$ cat config.mk
export PLATFORM = sky130hd
export DESIGN_NAME = lsu_ctrl_flat
export DESIGN_NICKNAME = d
export VERILOG_FILES = /design/src/common/core_pkg.sv /design/src/common/lsu_pkg.sv /design/src/common/sb_if.sv /design/src/lsu_ctrl.sv /design/src/flat_wrapper.sv
export SDC_FILE = /design/constraint.sdc
export NUM_CORES = 1
export LEC_CHECK = 0
export BUFFER_PORTS_ARGS = -buffer_cell sky130_fd_sc_hd__buf_2
export CAP_MARGIN = 5
export CORE_AREA = 2 2 98 100
export CTS_CLUSTER_DIAMETER = 50
export DETAILED_ROUTE_END_ITERATION = 12
export DIE_AREA = 0 0 100 102
export PLACE_DENSITY = 0.84
export SYNTH_ARGS = -nofsm -noshare
export SYNTH_HDL_FRONTEND = slang
export SYNTH_SLANG_ARGS = --single-unit
export TNS_END_PERCENT = 10
$ cat constraint.sdc
create_clock -name clk -period 27 [get_ports clk]
set_input_delay 4.05 -clock clk [delete_from_list [all_inputs] [get_ports clk]]
set_output_delay 4.05 -clock clk [all_outputs]
set_load 0.01 [all_outputs]
$ cat src/common/core_pkg.sv
`default_nettype none

package core_pkg;

    // Instruction tag where a larger value marks an older instruction
    localparam int TAG_W = 32;

    // Physical destination register index
    localparam int PHY_W = 8;

    typedef logic [TAG_W-1:0] tag_t;
    typedef logic [PHY_W-1:0] phy_t;

endpackage

`default_nettype wire

$ cat src/common/lsu_pkg.sv
`default_nettype none

package lsu_pkg;

    localparam int XLEN   = 32;
    localparam int ADDR_W = 16;    // Byte address
    localparam int WADDR_W = ADDR_W - 2;

    localparam int SB_DEPTH = 8;
    localparam int SB_IDX_W = 3;

    localparam int LANES = XLEN / 8;

    // RISC-V load/store funct3
    typedef enum logic [2:0] {
        F3_B  = 3'b000,
        F3_H  = 3'b001,
        F3_W  = 3'b010,
        F3_BU = 3'b100,
        F3_HU = 3'b101
    } funct3_e;

    typedef enum logic {
        OP_LOAD  = 1'b0,
        OP_STORE = 1'b1
    } mem_op_e;

    typedef logic [XLEN-1:0]    word_t;
    typedef logic [LANES-1:0]   mask_t;
    typedef logic [WADDR_W-1:0] waddr_t;

endpackage

`default_nettype wire

$ cat src/common/sb_if.sv
`timescale 1ns/1ps
`default_nettype none

interface sb_if;
    import lsu_pkg::*;
    import core_pkg::*;

    // One-cycle allocation pulse for a new store
    logic   alloc;
    waddr_t alloc_waddr;
    mask_t  alloc_mask;
    word_t  alloc_data;
    tag_t   alloc_tag;

    waddr_t look_waddr;    // Word under load
    logic   full;
    mask_t  look_mask;     // Registered merge result
    word_t  look_data;

    modport ctrl (
        output alloc, alloc_waddr, alloc_mask, alloc_data, alloc_tag, look_waddr,
        input  full
    );

    modport buffer (
        input  alloc, alloc_waddr, alloc_mask, alloc_data, alloc_tag, look_waddr,
        output full, look_mask, look_data
    );

endinterface

`default_nettype wire

$ cat src/lsu_ctrl.sv
`timescale 1ns/1ps
`default_nettype none

module lsu_ctrl (
    input  logic                       clk,
    input  logic                       reset,
    input  logic                       req,
    input  lsu_pkg::mem_op_e           op,
    input  lsu_pkg::funct3_e           funct3,
    input  logic [lsu_pkg::ADDR_W-1:0] addr,
    input  lsu_pkg::word_t             wdata,
    input  core_pkg::tag_t             tag,
    input  core_pkg::phy_t             phy,
    output logic                       ack,
    output logic                       fault,
    output core_pkg::phy_t             rd_phy,
    output core_pkg::tag_t             rd_tag,
    output lsu_pkg::funct3_e           ld_funct3,
    output logic [1:0]                 ld_byte_off,
    output lsu_pkg::waddr_t            rd_waddr,
    sb_if.ctrl                         sb
);
    import lsu_pkg::*;
    import core_pkg::*;

    typedef enum logic [2:0] {
        IDLE,
        CAPTURE,
        STORE_WAIT,
        LOAD_READ,
        LOAD_ALIGN,
        RESP,
        RELEASE
    } state_e;

    state_e state;

    // Request fields held for the whole transaction
    mem_op_e             cap_op;
    funct3_e             cap_f3;
    logic [ADDR_W-1:0]   cap_addr;
    word_t               cap_wdata;
    tag_t                cap_tag;
    phy_t                cap_phy;

    logic  misaligned;
    mask_t base_mask;
    mask_t st_mask;
    word_t st_data;

    always_ff @(posedge clk) begin
        if (state == IDLE && req) begin
            cap_op    <= op;
            cap_f3    <= funct3;
            cap_addr  <= addr;
            cap_wdata <= wdata;
            cap_tag   <= tag;
            cap_phy   <= phy;
        end
    end

    always_comb begin
        case (cap_f3)
            F3_B, F3_BU: misaligned = 1'b0;
            F3_H, F3_HU: misaligned = cap_addr[0];
            F3_W:        misaligned = |cap_addr[1:0];
            default:     misaligned = 1'b1;    // Unknown width
        endcase
    end

    // Store lanes within the word
    always_comb begin
        case (cap_f3)
            F3_B, F3_BU: base_mask = 4'b0001;
            F3_H, F3_HU: base_mask = 4'b0011;
            default:     base_mask = 4'b1111;
        endcase
        st_mask = base_mask << cap_addr[1:0];
        st_data = cap_wdata << {cap_addr[1:0], 3'b000};
    end

    always_ff @(posedge clk) begin
        if (reset) begin
            state <= IDLE;
            ack   <= 1'b0;
            fault <= 1'b0;
        end else begin
            case (state)
                IDLE: begin
                    if (req) state <= CAPTURE;
                end
                CAPTURE: begin
                    if (misaligned) begin
                        ack   <= 1'b1;
                        fault <= 1'b1;
                        state <= RESP;
                    end else if (cap_op == OP_STORE) begin
                        state <= STORE_WAIT;
                    end else begin
                        state <= LOAD_READ;    // RAM read and lookup on this edge
                    end
                end
                STORE_WAIT: begin
                    if (!sb.full) begin    // Alloc pulses on this edge
                        ack   <= 1'b1;
                        state <= RESP;
                    end
                end
                LOAD_READ:  state <= LOAD_ALIGN;
                LOAD_ALIGN: begin
                    ack   <= 1'b1;
                    state <= RESP;
                end
                RESP: begin
                    if (!req) state <= RELEASE;
                end
                RELEASE: begin
                    ack   <= 1'b0;
                    fault <= 1'b0;
                    state <= IDLE;
                end
                default: state <= IDLE;
            endcase
        end
    end

    assign sb.alloc       = (state == STORE_WAIT) && !sb.full;
    assign sb.alloc_waddr = cap_addr[ADDR_W-1:2];
    assign sb.alloc_mask  = st_mask;
    assign sb.alloc_data  = st_data;
    assign sb.alloc_tag   = cap_tag;
    assign sb.look_waddr  = cap_addr[ADDR_W-1:2];

    assign rd_waddr    = cap_addr[ADDR_W-1:2];
    assign rd_phy      = cap_phy;
    assign rd_tag      = cap_tag;
    assign ld_funct3   = cap_f3;
    assign ld_byte_off = cap_addr[1:0];

endmodule

`default_nettype wire

$ cat src/flat_wrapper.sv
// flat-port wrapper written by rule: the top's interface ports become plain ports
module lsu_ctrl_flat import lsu_pkg::*; import core_pkg::*;
  (clk, reset, req, op, funct3, addr, wdata, tag, phy, ack, fault, rd_phy, rd_tag, ld_funct3, ld_byte_off, rd_waddr, sb_alloc, sb_alloc_waddr, sb_alloc_mask, sb_alloc_data, sb_alloc_tag, sb_look_waddr, sb_full);
  sb_if sb_i ();
  input  logic clk;
  input  logic reset;
  input  logic req;
  input  lsu_pkg::mem_op_e op;
  input  lsu_pkg::funct3_e funct3;
  input  logic [lsu_pkg::ADDR_W-1:0] addr;
  input  lsu_pkg::word_t wdata;
  input  core_pkg::tag_t tag;
  input  core_pkg::phy_t phy;
  output logic ack;
  output logic fault;
  output core_pkg::phy_t rd_phy;
  output core_pkg::tag_t rd_tag;
  output lsu_pkg::funct3_e ld_funct3;
  output logic [1:0] ld_byte_off;
  output lsu_pkg::waddr_t rd_waddr;
  output wire logic [$bits(sb_i.alloc)-1:0] sb_alloc;
  output wire logic [$bits(sb_i.alloc_waddr)-1:0] sb_alloc_waddr;
  output wire logic [$bits(sb_i.alloc_mask)-1:0] sb_alloc_mask;
  output wire logic [$bits(sb_i.alloc_data)-1:0] sb_alloc_data;
  output wire logic [$bits(sb_i.alloc_tag)-1:0] sb_alloc_tag;
  output wire logic [$bits(sb_i.look_waddr)-1:0] sb_look_waddr;
  input wire logic [$bits(sb_i.full)-1:0] sb_full;
  assign sb_alloc = sb_i.alloc;
  assign sb_alloc_waddr = sb_i.alloc_waddr;
  assign sb_alloc_mask = sb_i.alloc_mask;
  assign sb_alloc_data = sb_i.alloc_data;
  assign sb_alloc_tag = sb_i.alloc_tag;
  assign sb_look_waddr = sb_i.look_waddr;
  assign sb_i.full = sb_full;
  lsu_ctrl u_core (.clk(clk), .reset(reset), .req(req), .op(op), .funct3(funct3), .addr(addr), .wdata(wdata), .tag(tag), .phy(phy), .ack(ack), .fault(fault), .rd_phy(rd_phy), .rd_tag(rd_tag), .ld_funct3(ld_funct3), .ld_byte_off(ld_byte_off), .rd_waddr(rd_waddr), .sb(sb_i));
endmodule
==> metrics.txt <==
status=finished clean; worst skew pair latency=350 ps; Final Hold Violating Endpoints=0; Final setup violation count=0; Via density=4.85; n_diodes=0; initial antenna violation count=0; root buffer cell=clkbuf_8; highest clock rate=115 MHz; drt drc=0; simple-gate share of the synthesized area=6.88%; post-DP HPWL=7110 microns; Crit path arrival time=4680 ps; CTS resizes=0; Num CTS Buffers=9; CP max stage cell=nor2b_1; 1st-iter DRT viols=67; Tmin final=8730 ps; RSZ-0062 raised after global routing=false; CTS Sinks=97; setup_tns=0 ps; sequential fraction of the synthesis area=69.6%; Synth Area in Adders=0%; most frequent cells in the layout=253 x buf_2, 92 x edfxtp_1, 16 x mux2i_1; number of global-route vias before repair=2791; CTS tree=yes; Total GRT Usage=17.8%; Avg Cell Area, Syn=14.7 sq um; Max VDD drop=0.0440 mV; Layout Skew=13.1 ps; global routing met1 resource utilization=21.7%; max_cap viols=0; port buffer count=253; largest family of logic cells by synthesized area=buffers and inverters; mapped cell area=0.00411 sq mm; GR peak layer=met2; most frequent CP cell=buf_2; worst slew pin tran=1170 ps; Post-CTS Setup Repair Bufs=0; overall die height=102 microns; first-pass GRT wire length=13800 microns; Initial Util=45.1%; YS warnings=0; slew margin rel.=21.9%; Die ar.=0.0102 sq mm; wire length per cell=16.1 microns; Synth cell types=34; Placement Setup Slack=18290 ps; met3 usage in global routing=4.79%; Synth Area in Compound Gates=6.45%; leakage=2.31 nW; Req. time, crit path=22950 ps; Tcrit/Tclk final=32.3%; die width=100 microns; nets@finish=569; syn nets=375; # H-tree levels=3; Final WS setup=18270 ps; largest net degree at the start of global routing=93; Total Routed Length=9470 microns; Vias=2857; Crit Path Class=input port to primary output; area grow syn2layout=26.9%; worst-path fanout max=3; met2 Use GR=30.7%; Clk pin slew, worst setup/hold paths=90 ps; cts hold-fix bufs=0; CTS max path bufs=2; gr ovfl total=0; Yosys reg bits=97; Antenna Nets Post-Route=0; mux share of post-synthesis cell area=3.90%; layout cells sized above 1=57.3%; kind of end point of the critical path=primary output; PwrDens=86.2 mW/mm^2; commonest non-fill, non-tap cell in the layout=buf_2; crit-path cells=buf_2 -> nor2b_1 -> and3_1 -> buf_2; DRT Pass-1 Iters=4; Final Max Slew Viols=0; slowest cell delay on critical path=200 ps; GP Congestion=0.788; Hold WC Path Type=register to register; Ports=254; Post-Synth XOR/XNOR Area=0%; CP Launch Type=input port; core footprint=0.00911 sq mm; Post-Synthesis Cells=279; Site Rows=35
==> flip-flops by register name (all words and copies together) (netlist names) <==
register	flops
u_core.cap_op	1
u_core.cap_wdata	32
u_core.ack	1
u_core.rd_phy	8
u_core.cap_addr	16
u_core.ld_funct3	3
u_core.state	3
u_core.fault	1
u_core.rd_tag	32
==> cell usage after synthesis <==
cell	number	area share, %
a311o_1	1	0.24
o31ai_1	1	0.18
nor4bb_1	1	0.24
o41ai_4	1	0.67
a21oi_1	9	1.1
nor3_1	1	0.12
o221ai_1	1	0.21
nand3b_1	2	0.37
nand2b_1	2	0.30
edfxtp_1	92	67
nand2_1	10	0.91
buf_6	2	0.55
dfxtp_1	5	2.4
o22ai_1	1	0.15
and2_1	8	1.2
o2bb2ai_1	1	0.21
or4_1	1	0.18
a41oi_1	2	0.43
mux2i_1	16	3.9
nor4_1	1	0.15
nor4b_1	1	0.21
o21ai_0	9	1.1
a211oi_1	9	1.6
and3_1	1	0.15
buf_4	61	11
nor4_2	1	0.30
nor2b_1	10	1.5
buf_1	2	0.18
buf_2	8	0.97
nor2_1	13	1.2
inv_1	3	0.27
o311ai_1	1	0.21
o21ai_1	1	0.12
a21o_1	1	0.18
==> layer usage <==
| layer | part of all wire (%) | vias to the layer above |
|---|---|---|
| met3 | 8.1 | 17 |
| met4 | 1.7 | 0 |
| met2 | 51 | 156 |
| met1 | 39 | 1341 |
| li1 | - | 1343 |
| met5 | 0 | - |
==> worst max-delay path, delay by kind of cell <==
kind | cells | cell delay, ps
and+or+nand+nor | 2 | 390
buffers and inverters | 2 | 240
==> area by class of cell <==
| cell class | count | area (sq um) |
|---|---|---|
| clock buffers | 10 | 128 |
| inverters | 3 | 11.3 |
| well taps | 111 | 139 |
| fillers | 775 | 3890 |
| multi-input cells | 106 | 714 |
| clock inverters | 6 | 72.6 |
| repair buffers | 256 | 1290 |
| flip-flops and latches | 97 | 2860 |
==> cell families after synthesis <==
family	after synthesis
AND/OR/NAND/NOR	52
buffers and inverters	76
flip-flops	97
multiplexers	16
AO/OA/AOI/OAI	38
==> power breakdown <==
group	total (W)	switching (W)	internal (W)
Clock	0.0000947	0.0000506	0.0000441
Combinational	0.000132	0.0000798	0.0000518
Sequential	0.000223	0.0000183	0.000205
==> worst paths after layout <==
check,startpoint,to,slack (ps),depth (start not counted)
worst max-delay path,sb_full,sb_alloc,18270,4
worst min-delay path,u_core.cap_op$_DFFE_PP_,u_core.state[0]$_SDFFE_PP0P_,480,1
worst max register to register,u_core.state[2]$_SDFFE_PP0P_,u_core.cap_addr[1]$_DFFE_PP_,24840,2
worst min register to register,u_core.cap_op$_DFFE_PP_,u_core.state[0]$_SDFFE_PP0P_,480,1
==> metrics by stage <==
step	instances	hold slack, ps	cell area (sq um)	utilization, %	total power (W)
finish	589	479	5220	57.3	0.000450
global route	589	496	5220	57.3	0.000474
CTS	589	482	5220	57.3	0.000454
detailed placement	573	468	5020	55.1	0.000359
global placement	573	464	5020	55.1	0.000354
floorplan	279	448	4110	-	0.000327
(Power assumes the default switching activity.)
