===== src/common/lsu_pkg.sv =====
`default_nettype none

package lsu_pkg;

    localparam int XLEN   = 32;
    localparam int ADDR_W = 16;    // Byte address
    localparam int WADDR_W = ADDR_W - 2;

    localparam int SB_DEPTH = 8;
    localparam int SB_IDX_W = 3;

    localparam int LANES = XLEN / 8;

    // RISC-V load/store funct3
    typedef enum logic [2:0] {
        F3_B  = 3'b000,
        F3_H  = 3'b001,
        F3_W  = 3'b010,
        F3_BU = 3'b100,
        F3_HU = 3'b101
    } funct3_e;

    typedef enum logic {
        OP_LOAD  = 1'b0,
        OP_STORE = 1'b1
    } mem_op_e;

    typedef logic [XLEN-1:0]    word_t;
    typedef logic [LANES-1:0]   mask_t;
    typedef logic [WADDR_W-1:0] waddr_t;

endpackage

`default_nettype wire


===== src/load_align.sv =====
`timescale 1ns/1ps
`default_nettype none

module load_align (
    input  logic             clk,
    input  logic             reset,
    input  lsu_pkg::word_t   ram_data,
    input  lsu_pkg::mask_t   fwd_mask,
    input  lsu_pkg::word_t   fwd_data,
    input  lsu_pkg::funct3_e ld_funct3,
    input  logic [1:0]       ld_byte_off,
    output lsu_pkg::word_t   rdata
);
    import lsu_pkg::*;

    word_t       merged;
    logic [7:0]  sel_byte;
    logic [15:0] sel_half;

    // Buffered lanes override memory
    always_comb begin
        for (int b = 0; b < LANES; b++) begin
            merged[8*b +: 8] = fwd_mask[b] ? fwd_data[8*b +: 8] : ram_data[8*b +: 8];
        end
    end

    assign sel_byte = merged[8*ld_byte_off +: 8];
    assign sel_half = merged[16*ld_byte_off[1] +: 16];

    always_ff @(posedge clk) begin
        if (reset) begin
            rdata <= '0;
        end else begin
            case (ld_funct3)
                F3_B:    rdata <= {{24{sel_byte[7]}}, sel_byte};
                F3_BU:   rdata <= {24'd0, sel_byte};
                F3_H:    rdata <= {{16{sel_half[15]}}, sel_half};
                F3_HU:   rdata <= {16'd0, sel_half};
                default: rdata <= merged;
            endcase
        end
    end

endmodule

`default_nettype wire


===== config.mk =====
export PLATFORM = sky130hd
export DESIGN_NAME = load_align
export DESIGN_NICKNAME = d
export VERILOG_FILES = /design/src/common/lsu_pkg.sv /design/src/load_align.sv
export SDC_FILE = /design/constraint.sdc
export NUM_CORES = 1
export LEC_CHECK = 0
export BUFFER_PORTS_ARGS = -buffer_cell sky130_fd_sc_hd__clkbuf_2
export CAP_MARGIN = 20
export CORE_MARGIN = 2
export CORE_UTILIZATION = 44
export CTS_CLUSTER_DIAMETER = 40
export DETAILED_ROUTE_END_ITERATION = 8
export PLACE_DENSITY = 0.81
export SLEW_MARGIN = 20
export SYNTH_ARGS = -nofsm -noshare
export SYNTH_HDL_FRONTEND = slang
export SYNTH_SLANG_ARGS = --single-unit

===== constraint.sdc =====
create_clock -name clk -period 2.2 [get_ports clk]
set_input_delay 0.66 -clock clk [delete_from_list [all_inputs] [get_ports clk]]
set_output_delay 0.66 -clock clk [all_outputs]
set_load 0.1 [all_outputs]

==> results of run 1 <==
## layout make-up
cell class / instances / area (um2) / area share [%]
Timing Repair Buffer: 119 / 628 / 24.8
Clock inverter: 2 / 35.0 / 1.38
Sequential cell: 32 / 641 / 25.3
Clock buffer: 6 / 72.6 / 2.86
Multi-Input combinational cell: 142 / 1090 / 43.1
Tap cell: 50 / 62.6 / 2.47
Inverter: 1 / 3.75 / 0.148
## layer usage
layer / up-vias / part of all wire [%] / GRT usage, %
met4: 0 / 2.2 / 12.8
met3: 14 / 8.2 / 6.01
met1: 855 / 42 / 30.3
met2: 94 / 48 / 37.4
met5: - / 0 / 0
li1: 930 / - / -
## placed cells by master, fill, tap and decap left out, drive strengths merged, types with 8 or more instances in the layout
| cell | synthesis | final |
|---|---|---|
| o21ai | 8 | 8 |
| a211o | 14 | 14 |
| o211ai | 23 | 23 |
| nor2 | 30 | 30 |
| mux2i | 18 | 18 |
| dfxtp | 32 | 32 |
| buf | 13 | 13 |
| a21oi | 15 | 15 |
| clkbuf | 5 | 112 |
| mux2 | 15 | 15 |
## cells in the mapped netlist, drive strengths merged (3+ instances only)
master	number
a211o	14
nand2	3
o211ai	23
mux2	15
buf	13
clkbuf	5
a21oi	15
o21ai	8
nor2	30
dfxtp	32
mux2i	18
## cells by family (layout without fill, tap and decap cells)
family	after synthesis	count (layout)
flops	32	32
compound gates	64	64
mux	33	33
buf+inv	19	128
simple gates	45	45
## power breakdown
part           internal, mW  switching, mW
combinational         0.179          0.535
sequential            0.630         0.0148
clock                 0.336          0.214
## stage by stage
step	cells	hold slack [ns]	setup WS [ns]	area (um2)
after detailed placement	344	1.01	0.0758	2430
final	352	0.724	0.359	2530
after global routing	352	0.738	0.286	2530
after global placement	344	1.01	0.110	2430
after floorplan	193	0.902	0.222	1840
after CTS	352	0.720	0.372	2530
## worst min-delay path, stage by stage
cell and delay [ns]:
clkbuf_2 0.07, mux2i_1 0.10, o211ai_2 0.14
## worst paths after layout
check  cells after the start  slack [ns]         to          from
max                        6        0.36  rdata[10]   fwd_mask[0]
min                        3        0.72  rdata[26]  ram_data[26]
==> flow_summary.json, run 1 <==
{
  "final_min_period_over_clock_period_pct": 83.7,
  "status": "complete, no violations",
  "post-synth-top-area-fraction_pct": 34.9,
  "max_freq_mhz": 543,
  "wl_per_cell_um": 15.2,
  "grt_pass1_wl_mm": 8.25,
  "nFillCells": 341,
  "layout-drive-gt1-share_pct": 53.3,
  "tritoncts": "yes",
  "synth.cell_area_um2": 1840,
  "gp_routability_congestion": 0.901,
  "route.detailed.drc": 0,
  "tightestPinTransition_ns": 0.584,
  "tritoncts.num_buffers": 5,
  "finalSetupViolations": 0,
  "simple_gate_share_of_the_synthesized_area_pct": 12.3,
  "synth_enable_flop_cells": 0,
  "setup_total_negative_slack_ns": 0,
  "cell_family_with_the_largest_share_of_critical_path_delay": "simple AND/OR/NAND/NOR gates",
  "dr.first_iter.drc_count": 77,
  "cts.reportedPaths.clkPinSlew_ns": 0.07,
  "yosysWarningCount": 0,
  "largest_register_ffs": 32,
  "synth_largest_area_cell": "dfxtp_1",
  "synth.avg_cell_area_um2": 9.52,
  "asyncSetResetFlopFracSynth_pct": 0,
  "nets": 376,
  "via_count": 1893,
  "timing_max_transition_violations_final": 0,
  "floorplan.io_pins": 107,
  "ys_seq_elements": 32,
  "drt_first_pass_iters": 4,
  "clkSinkCount": 32,
  "grt_setup_unrepaired": "false",
  "finalCriticalPeriod_ns": 1.84,
  "initial_antenna_violation_count": 0,
  "powerDensity_nw_per_um2": 753,
  "placementRows": 23,
  "crit_type": "in -> reg",
  "leakagePower_nw": 1.26,
  "clock_tree.buffer_depth": 2,
  "critical_path_sink_type": "flip-flop",
  "post-dp-hpwl_mm": 4.12,
  "port-buffer-count": 106,
  "synth-xor-area-share_pct": 0,
  "yosys.area_share.adder_pct": 0,
  "biggest_registers_after_layout": "rdata x32",
  "ctsHtreeMaxLevel": 2,
  "overflow": 0,
  "synth.area.mux_share_pct": 19.2,
  "post_drt_via_cell_ratio": 5.38,
  "critPathSlowestCell": "or3_4",
  "area_of_the_core_um2": 4000,
  "finalCoreUtilization_pct": 63.4,
  "critPathMaxFanout": 24,
  "regMostFlops": "rdata",
  "areaGrowthSynthToFinish_pct": 37.9,
  "die_span_y_um": 68.6,
  "synth-seq-area-share_pct": 34.9,
  "pin_count_of_the_biggest_net_entering_global_routing": 25,
  "worstPathArrival_ns": 1.99,
  "cts_hold_repair.buffers": 0,
  "hp-class": "in -> reg",
  "synthesis.instances": 193,
  "cts-resized-gates": 0,
  "grt_util_all_layers_pct": 24.0,
  "p_total_mw": 1.91,
  "number_of_antenna_repair_diodes": 0,
  "cap_viol_max_count": 0,
  "antenna_violating_nets_post_route": 0,
  "cp.required_ns": 2.35,
  "synth-compound-area-share_pct": 28.0,
  "mappedNetlistNets": 268,
  "total_length_of_routed_wires_mm": 5.34,
  "die_w_um": 68.6,
  "die-area_um2": 4710,
  "cts_setup_buffers": 0,
  "count_of_cell_types_in_the_netlist": 31,
  "slowest_delay_ns": 0.35,
  "starting_density_of_the_core_pct": 45.9,
  "grt_pass1_vias": 1833,
  "finalHoldViolations": 0,
  "slew_headroom_pct": 61.2,
  "synth_ff_type": "dfxtp_1",
  "power.ir.vdd_worst_mv": 0.547,
  "timing.critical_path.cells": "clkbuf_2 -> mux2_4 -> or3_4 -> nand4_4 -> buf_4 -> o21ai_0",
  "critical_path.n_buffers_inverters": 2,
  "critPathLaunchType": "primary input",
  "clockRootBuffer": "clkbuf_8",
  "main_area_contributors_after_synthesis": "dfxtp_1, mux2i_1, mux2_2, o211ai_2, a211o_1",
  "main_combinational_cell_family_by_area_after_synthesis": "compound AO/OA/AOI/OAI gates"
}
(Power assumes the default switching activity.)
==> run 2, diff against run 1 <==
- ABC_AREA: default -> 1
- CORE_UTILIZATION: 44 -> 43
- PLACE_DENSITY: 0.81 -> 0.77
- clock period: 2.2 -> 1.6 ns (I/O delays scaled with it)
==> run 2 against run 1 <==
Cell area up 28%. Final cell count is 62% higher. Die area up 30%. Non-clock buffer count up 15. Clock-buffer cell count up 1. Clock power up 18%. Hold slack lost 0.19 ns. Combinational power grew 67%. Highest routed layer unchanged.
==> flow_summary.json, run 2 <==
{
  "status": "complete, no violations",
  "antenna_violating_nets_post_route": 0,
  "via_count": 2913,
  "initial_antenna_violation_count": 0,
  "cell_internal_power_mw": 1.61,
  "floorplan.io_pins": 107,
  "grt_pass1_wl_mm": 12.3,
  "grt_pass1_vias": 2727,
  "ctsHtreeMaxLevel": 2,
  "post-dp-hpwl_mm": 5.85,
  "clockRootBuffer": "clkbuf_8",
  "clkSinkCount": 32,
  "wl_per_cell_um": 13.0,
  "synthesis.instances": 382,
  "p_clk_share_pct": 23.9,
  "final_min_period_over_clock_period_pct": 90.8,
  "cts_setup_buffers": 0,
  "number_of_antenna_repair_diodes": 0,
  "areaGrowthSynthToFinish_pct": 37.6,
  "main_area_contributors_after_synthesis": "dfxtp_1, nand2_1, nand3_1, inv_1, nand3_2",
  "cap_viol_max_count": 0,
  "largest_register_ffs": 32,
  "cts_hold_repair.buffers": 0,
  "regMostFlops": "rdata",
  "ys_seq_elements": 32,
  "critPathMaxFanout": 24,
  "power.ir.vdd_worst_mv": 0.391,
  "place_area_um2": 3150,
  "critPathLaunchType": "primary input",
  "tritoncts.num_buffers": 5,
  "timing_max_transition_violations_final": 0,
  "die_w_um": 78.1,
  "asyncSetResetFlopFracSynth_pct": 0,
  "max_freq_mhz": 688,
  "cts-resized-gates": 0,
  "nets": 575,
  "holdPathStages": 3,
  "grt_setup_unrepaired": "false",
  "synth_enable_flop_cells": 0,
  "synth_ff_type": "dfxtp_1",
  "mappedNetlistNets": 457,
  "pin_count_of_the_biggest_net_entering_global_routing": 29,
  "yosysMostFrequentCell": "nand2_1",
  "layout-drive-gt1-share_pct": 35.6,
  "final_design_area_excluding_fillers_um2": 3250,
  "finalSetupViolations": 0,
  "placementRows": 26,
  "powerDensity_nw_per_um2": 837,
  "most_common_cell_after_layout_fill_and_taps_aside": "nand2_1",
  "starting_density_of_the_core_pct": 45.4,
  "critical_path_sink_type": "flip-flop",
  "grt_util_all_layers_pct": 25.3,
  "drt_first_pass_iters": 8,
  "synth.avg_cell_area_um2": 6.18,
  "finalCriticalPeriod_ns": 1.45,
  "post-synth-top-area-fraction_pct": 27.1,
  "tritoncts": "yes",
  "power.switching_fraction_pct": 41.0,
  "comb_power_share_pct": 43.8,
  "route.detailed.drc": 0,
  "port-buffer-count": 106,
  "die-area_um2": 6100,
  "synth_commonest_cells": "nand2_1, nand3_1, dfxtp_1",
  "p_total_mw": 2.72,
  "post_drt_via_cell_ratio": 5.11,
  "tightestPinTransition_ns": 0.462,
  "cp.required_ns": 1.77,
  "biggest_registers_after_layout": "rdata x32",
  "hp-class": "in -> reg",
  "die_span_y_um": 78.1,
  "finalCoreUtilization_pct": 62.4,
  "clock_tree.buffer_depth": 2,
  "overflow": 0,
  "area_of_the_core_um2": 5200,
  "gp_routability_congestion": 0.891,
  "cts.reportedPaths.clkPinSlew_ns": 0.06,
  "slew_headroom_pct": 69.2,
  "yosysWarningCount": 0,
  "synth_largest_area_cell": "dfxtp_1",
  "synth-seq-area-share_pct": 27.1,
  "synth.cell_area_um2": 2360,
  "final_cell_mix": "nand2_1, clkbuf_2, nand3_1, buf_4, dfxtp_1",
  "total_length_of_routed_wires_mm": 7.39,
  "count_of_cell_types_in_the_netlist": 26,
  "crit_type": "in -> reg",
  "leakagePower_nw": 1.93,
  "worstPathArrival_ns": 1.62,
  "power.net_switching_mw": 1.11,
  "p_seq_share_pct": 32.2,
  "finalHoldViolations": 0,
  "dr.first_iter.drc_count": 179
}
-- run 2: changes by cell type after synthesis, sizes merged, moves of 14 or more --
cell,change
nand3,+77
mux2i,-18
inv,+32
nand2,+147
o211ai,-23
nor2,-17
a211o,-14
mux2,-15
-- run 2: final timing paths --
check,from,endpoint,slack [ns]
worst max-delay path,fwd_mask[3],rdata[23],0.15
worst min-delay path,reset,rdata[15],0.54
-- run 2: power by group through the flow --
| stage | sequential (mW) | clock [mW] | combinational (mW) |
|---|---|---|---|
| after floorplan | 1.33 | 0 | 0.405 |
| after global placement | 0.894 | 0 | 1.17 |
| after detailed placement | 0.895 | 0 | 1.18 |
| after CTS | 0.877 | 0.670 | 1.19 |
| after global routing | 0.882 | 0.703 | 1.28 |
| final | 0.877 | 0.651 | 1.19 |
-- run 2: worst max-delay path, cell delays in order --
cell      delay, ns
clkbuf_2       0.23
inv_1          0.07
nand2_1        0.07
nand3_1        0.07
nand3_1        0.09
nand2_2        0.08
nand2_4        0.27
nand3_1        0.14
nand2_1        0.09
inv_1          0.04
-- run 2: logic make-up after synthesis --
group	count (synthesis)	share of synthesized area, %
buffers and inverters	57	13.9
and+or+nand+nor	253	49.7
DFF	32	27.1
AOI/OAI and AO/OA	40	9.33
-- run 2: area by class of cell --
class,count,area (um2)
Clock buffer,7,96.3
Fill cell,519,1960
Inverter,34,136
Multi-Input combinational cell,293,1390
Sequential cell,32,641
Tap cell,70,87.6
Timing Repair Buffer,134,896
-- run 2: metal layers --
layer,up-vias,GRT usage (%),wire (um)
met5,-,0,0
met4,0,7.72,151
met3,16,3.91,770
met2,148,44.5,3640
met1,1285,31.7,2830
li1,1464,-,-
-- run 2: metrics by stage --
stage               hold slack [ns]  instances  setup TNS [ns]  worst slack, ns
floorplan                     0.729        382               0            0.183
global placement              0.828        563          -0.401          -0.0473
detailed placement            0.829        563           -1.34           -0.134
CTS                           0.528        570               0            0.149
global route                  0.551        570               0          0.00681
finish                        0.536        570               0            0.146
==> run 3, diff against run 2 <==
==> constraint.sdc (replaced) <==
create_clock -name clk -period 1.6 [get_ports clk]
set_input_delay 0.08 -clock clk [delete_from_list [all_inputs] [get_ports clk]]
set_output_delay 0.08 -clock clk [all_outputs]
set_load 0.1 [all_outputs]
==> run 3 against run 2 <==
First-iteration DRC count shrank 15%. Cell area decreased by 8.2%. Clock-buffer cell count rose by 1. Non-clock buffer count fell by 14. Combinational power down 8%.
==> flow_summary.json, run 3 (synthesized netlist as in run 2, its figures left out) <==
{
  "areaGrowthSynthToFinish_pct": 26.3,
  "pin_count_of_the_biggest_net_entering_global_routing": 29,
  "timing.critical_path.cells": "clkbuf_2",
  "crit_start": "rdata[2]",
  "drt_first_pass_iters": 4,
  "tritoncts": "yes",
  "biggest_registers_after_layout": "rdata x32",
  "finalHoldViolations": 0,
  "via_count": 2836,
  "die_w_um": 78.1,
  "clkSinkCount": 32,
  "timing_max_transition_violations_final": 0,
  "final_cell_mix": "nand2_1, clkbuf_2, nand3_1, dfxtp_1, inv_1",
  "critical_path_sink_type": "primary output",
  "overflow": 0,
  "status": "complete, no violations",
  "port-buffer-count": 106,
  "power.ir.vdd_worst_mv": 0.402,
  "cts-resized-gates": 0,
  "area_of_the_core_um2": 5200,
  "die_span_y_um": 78.1,
  "grt_setup_unrepaired": "false",
  "cp.required_ns": 1.52,
  "tritoncts.num_buffers": 5,
  "post-dp-hpwl_mm": 5.72,
  "crit_type": "reg -> out",
  "layout-drive-gt1-share_pct": 33.5,
  "cts_setup_buffers": 0,
  "nFillCells": 543,
  "hold_path.startpoint": "reset",
  "cts_hold_repair.buffers": 0,
  "critPathMaxFanout": 1,
  "slowest_delay_ns": 0.46,
  "ctsHtreeMaxLevel": 2,
  "floorplan.io_pins": 107,
  "total_length_of_routed_wires_mm": 7.12,
  "grt_util_all_layers_pct": 24.2,
  "cell_family_with_the_largest_share_of_critical_path_delay": "buffers and inverters",
  "die-area_um2": 6100,
  "final_min_period_over_clock_period_pct": 72.9,
  "most_common_cell_after_layout_fill_and_taps_aside": "nand2_1",
  "slew_headroom_pct": 63.3,
  "wl_per_cell_um": 12.8,
  "final_design_area_excluding_fillers_um2": 2980,
  "number_of_antenna_repair_diodes": 0,
  "place_area_um2": 2890,
  "hp-class": "in -> reg",
  "dr.first_iter.drc_count": 152,
  "route.detailed.drc": 0,
  "placementRows": 26,
  "grt_pass1_vias": 2626,
  "regMostFlops": "rdata",
  "critical_path.n_buffers_inverters": 1,
  "setup_total_negative_slack_ns": 0,
  "critPathSlowestCell": "clkbuf_2",
  "grt_pass1_wl_mm": 11.7,
  "tightestPinTransition_ns": 0.553,
  "cts.reportedPaths.clkPinSlew_ns": 0.07,
  "antenna_violating_nets_post_route": 0,
  "holdPathEnd": "rdata[15]",
  "initial_antenna_violation_count": 0,
  "finalSetupViolations": 0,
  "max_freq_mhz": 858,
  "finalCriticalPeriod_ns": 1.17,
  "holdPathStages": 3,
  "gp_routability_congestion": 0.938,
  "post_drt_via_cell_ratio": 5.09,
  "clockRootBuffer": "clkbuf_8",
  "powerDensity_nw_per_um2": 872,
  "cap_viol_max_count": 0,
  "critPathLaunchType": "flip-flop",
  "leakagePower_nw": 1.81,
  "clock_tree.buffer_depth": 2,
  "worst-path-stages": 1,
  "worstPathArrival_ns": 1.09,
  "starting_density_of_the_core_pct": 45.4,
  "largest_register_ffs": 32,
  "nets": 561
}
[run 3: worst max path at each step]
stage	to
final	rdata[2]
after detailed placement	rdata[23]
after floorplan	rdata[24]
after CTS	rdata[2]
after global placement	rdata[23]
after global routing	rdata[2]
[run 3: power breakdown]
part | leakage [nW] | switching [mW] | internal [mW]
combinational | 1.50 | 0.814 | 0.277
sequential | 0.265 | 0.0146 | 0.857
clock | 0.0455 | 0.287 | 0.350
total | 1.81 | 1.12 | 1.48
[run 3: routing by layer]
layer	track usage, %	vias up	routed length, um
met5	0	-	0
met4	12.8	0	300
met3	4.25	29	510
met2	40.2	151	3260
met1	29.7	1222	3050
li1	-	1434	-
[run 3: cell type report]
cell class	instances	area [um2]	share of cell area, %
clock buffers	8	90.1	3.02
inverters	34	136	4.57
multi-input cells	293	1390	46.7
flip-flops and latches	32	641	21.5
well taps	70	87.6	2.94
repair buffers	120	636	21.3
[run 3: metrics by stage]
step                hold WS, ns  setup WS [ns]  std cells  utilization [%]  total power [mW]
floorplan                 0.329          0.583        382                -              1.74
global placement          0.439          0.312        549             55.6              1.97
detailed placement        0.433          0.296        549             55.6              1.97
CTS                       0.130          0.433        557             57.3              2.61
global route              0.138          0.410        557             57.3              2.73
finish                    0.125          0.434        557             57.3              2.60
